[src/dense_weights.mem]
// signed 8-bit weights, input-major, NB_NEURONS per input
00010100
11110100
00100011
11111001
11100111
00010010
00001001
00101000
00001110
00011110
11101010
11110001
00000111
11011111
00010000
00011001
11110110
00010110
11100100
00001100
00011111
11111011
00001011
11101101
11101111
00011011
00000110
00100001
00011000
11110010
11100010
00001000

[src/dense_bias.mem]
// signed 8-bit bias per neuron
00000011
11111110
00000001
11111100

[src/tanh_fixed.mem]
// tanh(k/16) for k = 0 to 64, Q16.16
00000000000000000000000000000000
00000000000000000000111111111011
00000000000000000001111111010110
00000000000000000010111101110010
00000000000000000011111010110011
00000000000000000100110101111110
00000000000000000101101110111101
00000000000000000110100101011110
00000000000000000111011001001101
00000000000000001000001010000011
00000000000000001000110111111010
00000000000000001001100010110000
00000000000000001010001010011001
00000000000000001010101111000010
00000000000000001011010000110011
00000000000000001011101111101101
00000000000000001100001011111000
00000000000000001100100101011101
00000000000000001100111100101110
00000000000000001101010001101101
00000000000000001101100100101001
00000000000000001101110101101100
00000000000000001110000100111111
00000000000000001110010010101101
00000000000000001110011110111000
00000000000000001110101001110001
00000000000000001110110011100001
00000000000000001110111100001100
00000000000000001111000011111110
00000000000000001111001010110101
00000000000000001111010000111101
00000000000000001111010110011000
00000000000000001111011011001011
00000000000000001111011111011010
00000000000000001111100011001011
00000000000000001111100110100000
00000000000000001111101001010110
00000000000000001111101100000010
00000000000000001111101110010111
00000000000000001111110000011010
00000000000000001111110010010011
00000000000000001111110011111010
00000000000000001111110101010100
00000000000000001111110110100101
00000000000000001111110111101000
00000000000000001111111000101001
00000000000000001111111001100000
00000000000000001111111010010001
00000000000000001111111010111100
00000000000000001111111011100010
00000000000000001111111100000011
00000000000000001111111100100000
00000000000000001111111100111010
00000000000000001111111101010001
00000000000000001111111101100101
00000000000000001111111101110111
00000000000000001111111110001001
00000000000000001111111110010101
00000000000000001111111110100010
00000000000000001111111110101101
00000000000000001111111110111000
00000000000000001111111110111111
00000000000000001111111111000111
00000000000000001111111111001110
00000000000000001111111111010100

[src/hdl/fixed_pkg.sv]
package fixed_pkg;

	// Q16.16 word layout
	localparam int FIXED_W  = 32;
	localparam int FRAC_W   = 16;
	localparam int WEIGHT_W = 8;

	typedef logic signed [FIXED_W-1:0]  fixed_t;
	typedef logic signed [WEIGHT_W-1:0] weight_t;

	localparam fixed_t ONE       = 32'sh0001_0000;
	localparam fixed_t HALF      = 32'sh0000_8000;
	localparam fixed_t MINUS_ONE = 32'shffff_0000;

	// weights carry an implicit scale of 1/256
	localparam int WEIGHT_SHIFT = 8;

	// tanh table covers 0 to 4 in steps of 1/16
	localparam int TANH_IDX_W  = 6;
	localparam int TANH_STEP_W = 12;
	localparam int TANH_DEPTH  = 65;
	localparam int SAT_W       = FIXED_W - TANH_IDX_W - TANH_STEP_W;

	typedef struct packed {
		logic [SAT_W-1:0]       sat_bits;
		logic [TANH_IDX_W-1:0]  idx;
		logic [TANH_STEP_W-1:0] frac;
	} act_fields_t;

	// magnitude seen as a plain word or as table lookup fields
	typedef union packed {
		fixed_t      raw;
		act_fields_t fields;
	} act_word_u;

endpackage
[src/hdl/layer_pkg.sv]
package layer_pkg;

	import fixed_pkg::*;

	localparam int NB_INPUTS  = 8;
	localparam int NB_NEURONS = 4;

	localparam int IN_IDX_W     = $clog2(NB_INPUTS);
	localparam int NEURON_IDX_W = $clog2(NB_NEURONS);
	localparam int W_ADDR_W     = $clog2(NB_INPUTS * NB_NEURONS);

	localparam logic [IN_IDX_W-1:0]     IN_LAST     = IN_IDX_W'(NB_INPUTS - 1);
	localparam logic [NEURON_IDX_W-1:0] NEURON_LAST = NEURON_IDX_W'(NB_NEURONS - 1);

	localparam int SUM_FIFO_DEPTH = 4;

	typedef enum logic {
		ACT_TANH,
		ACT_SIGMOID
	} act_e;

	// act only matters on the first beat of a frame
	typedef struct packed {
		fixed_t data;
		act_e   act;
		logic   last;
	} feature_beat_t;

	typedef struct packed {
		fixed_t sum;
		act_e   act;
		logic   last;
	} sum_beat_t;

	typedef struct packed {
		fixed_t value;
		logic   last;
	} gain_beat_t;

endpackage

[src/hdl/rnn_dense_top.sv]
module rnn_dense_top (
	input  logic                     clk,
	input  logic                     rst,
	input  layer_pkg::feature_beat_t feat_i,
	input  logic                     feat_valid_i,
	output logic                     feat_ready_o,
	output layer_pkg::gain_beat_t    gain_o,
	output logic                     gain_valid_o,
	input  logic                     gain_ready_i
);

	import layer_pkg::*;

	sum_beat_t mac_sum;
	logic      mac_valid;
	logic      mac_ready;

	sum_beat_t act_sum;
	logic      act_valid;
	logic      act_ready;

	dense_mac i_dense_mac (
		.clk          (clk),
		.rst          (rst),
		.feat_i       (feat_i),
		.feat_valid_i (feat_valid_i),
		.feat_ready_o (feat_ready_o),
		.sum_o        (mac_sum),
		.sum_valid_o  (mac_valid),
		.sum_ready_i  (mac_ready)
	);

	sum_fifo #(
		.FIFO_DEPTH (SUM_FIFO_DEPTH)
	) i_sum_fifo (
		.clk          (clk),
		.rst          (rst),
		.push_i       (mac_sum),
		.push_valid_i (mac_valid),
		.push_ready_o (mac_ready),
		.pop_o        (act_sum),
		.pop_valid_o  (act_valid),
		.pop_ready_i  (act_ready)
	);

	activation_unit i_activation_unit (
		.clk          (clk),
		.rst          (rst),
		.sum_i        (act_sum),
		.sum_valid_i  (act_valid),
		.sum_ready_o  (act_ready),
		.gain_o       (gain_o),
		.gain_valid_o (gain_valid_o),
		.gain_ready_i (gain_ready_i)
	);

endmodule

[src/hdl/activation_unit.sv]
module activation_unit (
	input  logic                  clk,
	input  logic                  rst,
	input  layer_pkg::sum_beat_t  sum_i,
	input  logic                  sum_valid_i,
	output logic                  sum_ready_o,
	output layer_pkg::gain_beat_t gain_o,
	output logic                  gain_valid_o,
	input  logic                  gain_ready_i
);

	import fixed_pkg::*;
	import layer_pkg::*;

	fixed_t tanh_rom [TANH_DEPTH];

	initial begin
		$readmemb("/design/src/tanh_fixed.mem", tanh_rom);
	end

	logic advance;

	fixed_t    scaled;
	act_word_u mag_in;

	logic      s1_valid;
	act_word_u s1_mag;
	logic      s1_neg;
	act_e      s1_act;
	logic      s1_last;

	logic [TANH_IDX_W:0]    idx_hi;
	logic [TANH_STEP_W:0]   w_lo;
	logic [2*FIXED_W-1:0]   mix;
	fixed_t                 interp;
	fixed_t                 tanh_val;
	fixed_t                 act_val;

	// a held output freezes both stages
	assign advance     = !(gain_valid_o && !gain_ready_i);
	assign sum_ready_o = advance;

	// stage 1 scale and magnitude, sigmoid takes x/2
	always_comb begin
		if (sum_i.act == ACT_SIGMOID) begin
			scaled = sum_i.sum >>> (WEIGHT_SHIFT + 1);
		end else begin
			scaled = sum_i.sum >>> WEIGHT_SHIFT;
		end
		mag_in.raw = scaled[FIXED_W-1] ? -scaled : scaled;
	end

	// stage 2 table interpolation
	always_comb begin
		idx_hi = {1'b0, s1_mag.fields.idx} + 1'b1;
		w_lo   = {1'b1, {TANH_STEP_W{1'b0}}} - {1'b0, s1_mag.fields.frac};
		mix    = 64'(tanh_rom[s1_mag.fields.idx]) * 64'(w_lo)
		       + 64'(tanh_rom[idx_hi]) * 64'(s1_mag.fields.frac);
		interp = mix[FIXED_W+TANH_STEP_W-1:TANH_STEP_W];

		if (s1_mag.fields.sat_bits != '0) begin
			tanh_val = s1_neg ? MINUS_ONE : ONE;
		end else begin
			tanh_val = s1_neg ? -interp : interp;
		end

		// sigmoid(x) = tanh(x/2)/2 + 1/2
		if (s1_act == ACT_SIGMOID) begin
			act_val = (tanh_val >>> 1) + HALF;
		end else begin
			act_val = tanh_val;
		end
	end

	always_ff @(posedge clk) begin
		if (rst) begin
			s1_valid     <= 1'b0;
			gain_valid_o <= 1'b0;
		end else if (advance) begin
			s1_valid     <= sum_valid_i;
			gain_valid_o <= s1_valid;
		end
	end

	always_ff @(posedge clk) begin
		if (advance) begin
			s1_mag       <= mag_in;
			s1_neg       <= scaled[FIXED_W-1];
			s1_act       <= sum_i.act;
			s1_last      <= sum_i.last;
			gain_o.value <= act_val;
			gain_o.last  <= s1_last;
		end
	end

	assert property (@(posedge clk) disable iff (rst)
		(gain_valid_o && !gain_ready_i) |=> (gain_valid_o && $stable(gain_o)));

endmodule

[src/hdl/sum_fifo.sv]
module sum_fifo #(
	parameter int FIFO_DEPTH = 4
) (
	input  logic                 clk,
	input  logic                 rst,
	input  layer_pkg::sum_beat_t push_i,
	input  logic                 push_valid_i,
	output logic                 push_ready_o,
	output layer_pkg::sum_beat_t pop_o,
	output logic                 pop_valid_o,
	input  logic                 pop_ready_i
);

	import layer_pkg::*;

	sum_beat_t mem [FIFO_DEPTH];

	logic [$clog2(FIFO_DEPTH)-1:0]   wr_ptr;
	logic [$clog2(FIFO_DEPTH)-1:0]   rd_ptr;
	logic [$clog2(FIFO_DEPTH+1)-1:0] count;
	logic                            push_fire;
	logic                            pop_fire;

	assign push_ready_o = (int'(count) != FIFO_DEPTH);
	assign pop_valid_o  = (count != '0);
	assign pop_o        = mem[rd_ptr];
	assign push_fire    = push_valid_i && push_ready_o;
	assign pop_fire     = pop_valid_o && pop_ready_i;

	always_ff @(posedge clk) begin
		if (rst) begin
			wr_ptr <= '0;
			rd_ptr <= '0;
			count  <= '0;
		end else begin
			if (push_fire) begin
				wr_ptr <= (int'(wr_ptr) == FIFO_DEPTH - 1) ? '0 : wr_ptr + 1'b1;
			end
			if (pop_fire) begin
				rd_ptr <= (int'(rd_ptr) == FIFO_DEPTH - 1) ? '0 : rd_ptr + 1'b1;
			end
			if (push_fire && !pop_fire) begin
				count <= count + 1'b1;
			end else if (pop_fire && !push_fire) begin
				count <= count - 1'b1;
			end
		end
	end

	always_ff @(posedge clk) begin
		if (push_fire) begin
			mem[wr_ptr] <= push_i;
		end
	end

	// occupancy stays in range, an empty FIFO never underflows
	assert property (@(posedge clk) disable iff (rst)
		(int'(count) <= FIFO_DEPTH) && (($past(count) != '0) || (int'(count) <= 1)));

endmodule

[src/hdl/dense_mac.sv]
module dense_mac (
	input  logic                  clk,
	input  logic                  rst,
	input  layer_pkg::feature_beat_t feat_i,
	input  logic                  feat_valid_i,
	output logic                  feat_ready_o,
	output layer_pkg::sum_beat_t  sum_o,
	output logic                  sum_valid_o,
	input  logic                  sum_ready_i
);

	import fixed_pkg::*;
	import layer_pkg::*;

	typedef enum logic [1:0] {
		S_CAPTURE,
		S_BIAS,
		S_MAC,
		S_EMIT
	} state_e;

	state_e state;

	weight_t weight_rom [NB_INPUTS*NB_NEURONS];
	weight_t bias_rom   [NB_NEURONS];
	fixed_t  feat_mem   [NB_INPUTS];

	logic [IN_IDX_W-1:0]     in_cnt;
	logic [NEURON_IDX_W-1:0] neuron_cnt;
	logic [W_ADDR_W-1:0]     w_addr;
	fixed_t                  acc_q;
	act_e                    act_q;
	logic                    feat_fire;

	initial begin
		$readmemb("/design/src/dense_weights.mem", weight_rom);
		$readmemb("/design/src/dense_bias.mem", bias_rom);
	end

	assign feat_ready_o = (state == S_CAPTURE);
	assign feat_fire    = feat_valid_i && feat_ready_o;

	// input-major layout, stride NB_NEURONS
	assign w_addr = W_ADDR_W'(in_cnt) * W_ADDR_W'(NB_NEURONS) + W_ADDR_W'(neuron_cnt);

	assign sum_valid_o = (state == S_EMIT);
	assign sum_o.sum   = acc_q;
	assign sum_o.act   = act_q;
	assign sum_o.last  = (neuron_cnt == NEURON_LAST);

	always_ff @(posedge clk) begin
		if (rst) begin
			state      <= S_CAPTURE;
			in_cnt     <= '0;
			neuron_cnt <= '0;
		end else begin
			case (state)
				S_CAPTURE: begin
					if (feat_fire) begin
						if (feat_i.last) begin
							state      <= S_BIAS;
							in_cnt     <= '0;
							neuron_cnt <= '0;
						end else begin
							in_cnt <= in_cnt + 1'b1;
						end
					end
				end
				S_BIAS: begin
					state <= S_MAC;
				end
				S_MAC: begin
					if (in_cnt == IN_LAST) begin
						in_cnt <= '0;
						state  <= S_EMIT;
					end else begin
						in_cnt <= in_cnt + 1'b1;
					end
				end
				S_EMIT: begin
					if (sum_ready_i) begin
						if (neuron_cnt == NEURON_LAST) begin
							state <= S_CAPTURE;
						end else begin
							neuron_cnt <= neuron_cnt + 1'b1;
							state      <= S_BIAS;
						end
					end
				end
				default: state <= S_CAPTURE;
			endcase
		end
	end

	always_ff @(posedge clk) begin
		if (feat_fire) begin
			feat_mem[in_cnt] <= feat_i.data;
			if (in_cnt == '0) begin
				act_q <= feat_i.act;
			end
		end
		// bias sits at the Q16.16 integer point
		if (state == S_BIAS) begin
			acc_q <= fixed_t'(bias_rom[neuron_cnt]) <<< FRAC_W;
		end else if (state == S_MAC) begin
			acc_q <= acc_q + fixed_t'(weight_rom[w_addr]) * feat_mem[in_cnt];
		end
	end

	// last must close the frame exactly on the final feature
	assert property (@(posedge clk) disable iff (rst)
		feat_fire |-> (feat_i.last == (in_cnt == IN_LAST)));

endmodule

[config.mk]
export PLATFORM = sky130hd
export DESIGN_NAME = rnn_dense_top
export DESIGN_NICKNAME = d
export VERILOG_FILES = /design/src/hdl/fixed_pkg.sv /design/src/hdl/layer_pkg.sv /design/src/hdl/rnn_dense_top.sv /design/src/hdl/activation_unit.sv /design/src/hdl/sum_fifo.sv /design/src/hdl/dense_mac.sv
export SDC_FILE = /design/constraint.sdc
export NUM_CORES = 1
export LEC_CHECK = 0
export ABC_AREA = 1
export BUFFER_PORTS_ARGS = -buffer_cell sky130_fd_sc_hd__buf_2
export CAP_MARGIN = 20
export CORE_MARGIN = 2
export CORE_UTILIZATION = 50
export DETAILED_ROUTE_END_ITERATION = 16
export GPL_TIMING_DRIVEN = 0
export HOLD_SLACK_MARGIN = 0.08
export PLACE_DENSITY = 0.79
export SKIP_CTS_REPAIR_TIMING = 1
export SYNTH_ARGS = -nofsm -noshare
export SYNTH_HDL_FRONTEND = slang
export SYNTH_HIERARCHICAL = 1
export SYNTH_SLANG_ARGS = --single-unit
[constraint.sdc]
create_clock -name clk -period 5.4 [get_ports clk]
set_input_delay 0.81 -clock clk [delete_from_list [all_inputs] [get_ports clk]]
set_output_delay 0.81 -clock clk [all_outputs]
set_load 0.02 [all_outputs]
==> flow_summary_export.csv <==
group,metric,value,unit
routing,route.vias.total,4236,
timing,fmax,387,MHz
worst_setup_path,cp.arrival,2880,ps
routing,ant_nets,0,
synthesis,synth_warnings,6,
floorplan,row_count,42,
timing,finalHoldViolCount,0,
timing,period_share,47.8,%
synthesis,synth_area_per_cell,11.4,um2
place,dpl.hpwl,8020,um
finish,diodes,0,
cts,clockBufferDepth,2,
timing,worst_slack,2820,ps
finish,drive_above_1_share,26.2,%
timing,worstMarginPinSlew,949,ps
finish,final_core_util,59.8,%
timing,min_period,2580,ps
worst_setup_path,cp_num_buf_inv,3,
finish,nFillCells,1039,
pwr,switching_share,34.1,%
synthesis,syn_area,6730,um2
finish,layout_common_cells,"edfxtp_1, nor2_1, nand2_1",
routing,finalWirelength,12700,um
global_route,antenna_found_initial,0,
floorplan,die_area,14400,um2
global_route,grt_start_max_net_pins,28,
timing,rsz0062_at_grt,"no",
cts,cts_tree,"yes",
floorplan,io_pins,73,
worst_setup_path,critical_path.top_delay_family,"buffers and inverters",
floorplan,die_w,120,um
pwr,peakVddDrop,0.259,mV
cts,cts_num_sinks,146,
timing,worst_clock_skew,8.62,ps
worst_setup_path,endpoint_kind,"register",
floorplan,fp.dieH,120,um
global_route,grt_pass1_vias,4395,
cts,cts_root_buf,"clkbuf_16",
timing,fin_setup_tns,0,ps
finish,area_growth,17.2,%
routing,dr.pass1.iters,4,
timing,setup_viol,0,
timing,slew_violations,0,
finish,final_common_cell,"edfxtp_1",
worst_setup_path,crit_chain,"buf_2 > nor2_1 > inv_1 > nand2_1 > ha_1 > inv_1 > fa_1 > o21ai_0 > nor2_1",
routing,drtIter0Drc,243,
place,gp_congestion,0.802,
place,place_worst_setup_slack,2410,ps
finish,register_area,4200,um2
finish,instances_no_fill,871,
worst_setup_path,slowest_stage,"inv_1",
worst_setup_path,worstSetupPathType,"in -> reg",
floorplan,fp.coreArea,13200,um2
worst_setup_path,critPathMaxStageDelay,690,ps
global_route,grt_use_total,18.6,%
cts,clk_latency,410,ps
global_route,overflow,0,
outcome,status,"finished clean",
pwr,power_frac_comb,34.5,%
pwr,pwr-share-clk,28.9,%
flow_run,drv_cap,0,
timing,holdWs,445,ps
worst_setup_path,required,5700,ps
synthesis,synthCells,593,
hold_path,worst_hold_path_type,"reg -> reg",
place,port_buffers,26,
place,placed_cells,839,
cts,htree_num_levels,4,
pwr,intPower,2640,uW
pwr,p_sw,1360,uW
finish,fin_nets,735,
routing,drc,0,
finish,multi_input_area,1940,um2
pwr,power_leakage,0.00323,uW
pwr,power.density,507,nW/um2
floorplan,floorplan.initialDensity,51.0,%
cts,numCtsBuffers,17,
routing,viasPerCell,4.86,
routing,wl_per_cell,14.6,um
timing,slew_headroom,36.6,%
worst_setup_path,cp_max_fo,27,
worst_setup_path,crit_path_start_kind,"primary input",
global_route,grt_pass1_wl,20600,um
cts,clk_pin_slew_worst_paths,60,ps
pwr,p_seq_share,36.5,%
per-stage QoR:
step	total power [uW]	area, um2
final	4000	7890
after global routing	4230	7890
after CTS	4010	7890
after detailed placement	2830	7280
after global placement	2760	7250
after floorplan	2510	6900
state kept, by name, summed over array words and instances (netlist names), named ones only:
name / count
i_dense_mac/in_cnt: 3
i_dense_mac/act_q: 1
i_activation_unit/gain_o: 6
i_activation_unit/gain_valid_o: 1
i_activation_unit/s1_mag: 14
i_activation_unit/s1_last: 1
i_sum_fifo/rd_ptr: 2
i_activation_unit/s1_act: 1
i_activation_unit/s1_valid: 1
i_sum_fifo/wr_ptr: 2
i_dense_mac/state: 2
i_dense_mac/neuron_cnt: 2
i_sum_fifo/count: 3
i_sum_fifo/mem: 104
i_activation_unit/s1_neg: 1
worst reg2reg max path: stages (launching register included):
cell and delay, ps:
dfxtp_1 310, inv_1 50, nor2_1 50, inv_1 690, nand2_1 260, ha_1 270
inv_1 90, fa_1 410, o21ai_0 170, nor2_1 60
final timing paths:
| check | from | endpoint | slack, ps | depth (start not counted) |
|---|---|---|---|---|
| min | i_activation_unit/s1_last$_DFFE_PN_ | i_activation_unit/gain_o[0]$_DFFE_PN_ | 440 | 0 |
| max reg2reg | i_activation_unit/gain_valid_o$_SDFFE_PP0N_ | i_sum_fifo/count[1]$_SDFFE_PP0P_ | 2940 | 9 |
| min reg2reg | i_activation_unit/s1_last$_DFFE_PN_ | i_activation_unit/gain_o[0]$_DFFE_PN_ | 440 | 0 |
| max | gain_ready_i | i_sum_fifo/count[1]$_SDFFE_PP0P_ | 2820 | 9 |
power by group through the flow:
stage	sequential, uW	clock [uW]	combinational (uW)
2_1_floorplan	1480	0	1020
3_3_place_gp	1470	0	1290
3_5_place_dp	1480	0	1350
4_1_cts	1460	1180	1370
5_1_grt	1470	1230	1530
6_report	1460	1160	1380
per-layer routing:
layer  up-vias  part of all wire (%)  routed length [um]  track usage [%]
li1       2102                     -                   -                -
met2        97                    53                6750             33.1
met3        27                   4.5                 578             3.52
met1      2010                    40                5060             21.2
met5         -                     0                   0                0
met4         0                   2.5                 321             9.78
cell type report:
type / count / area share [%]
repair buffers: 26 / 1.65
inverters: 53 / 2.59
multi-input cells: 363 / 24.6
well taps: 176 / 2.79
flip-flops and latches: 146 / 53.3
clock buffers: 26 / 6.87
plain buffers: 75 / 7.36
clock inverters: 6 / 0.857
No activity file was read; power rests on OpenSTA's default activity.
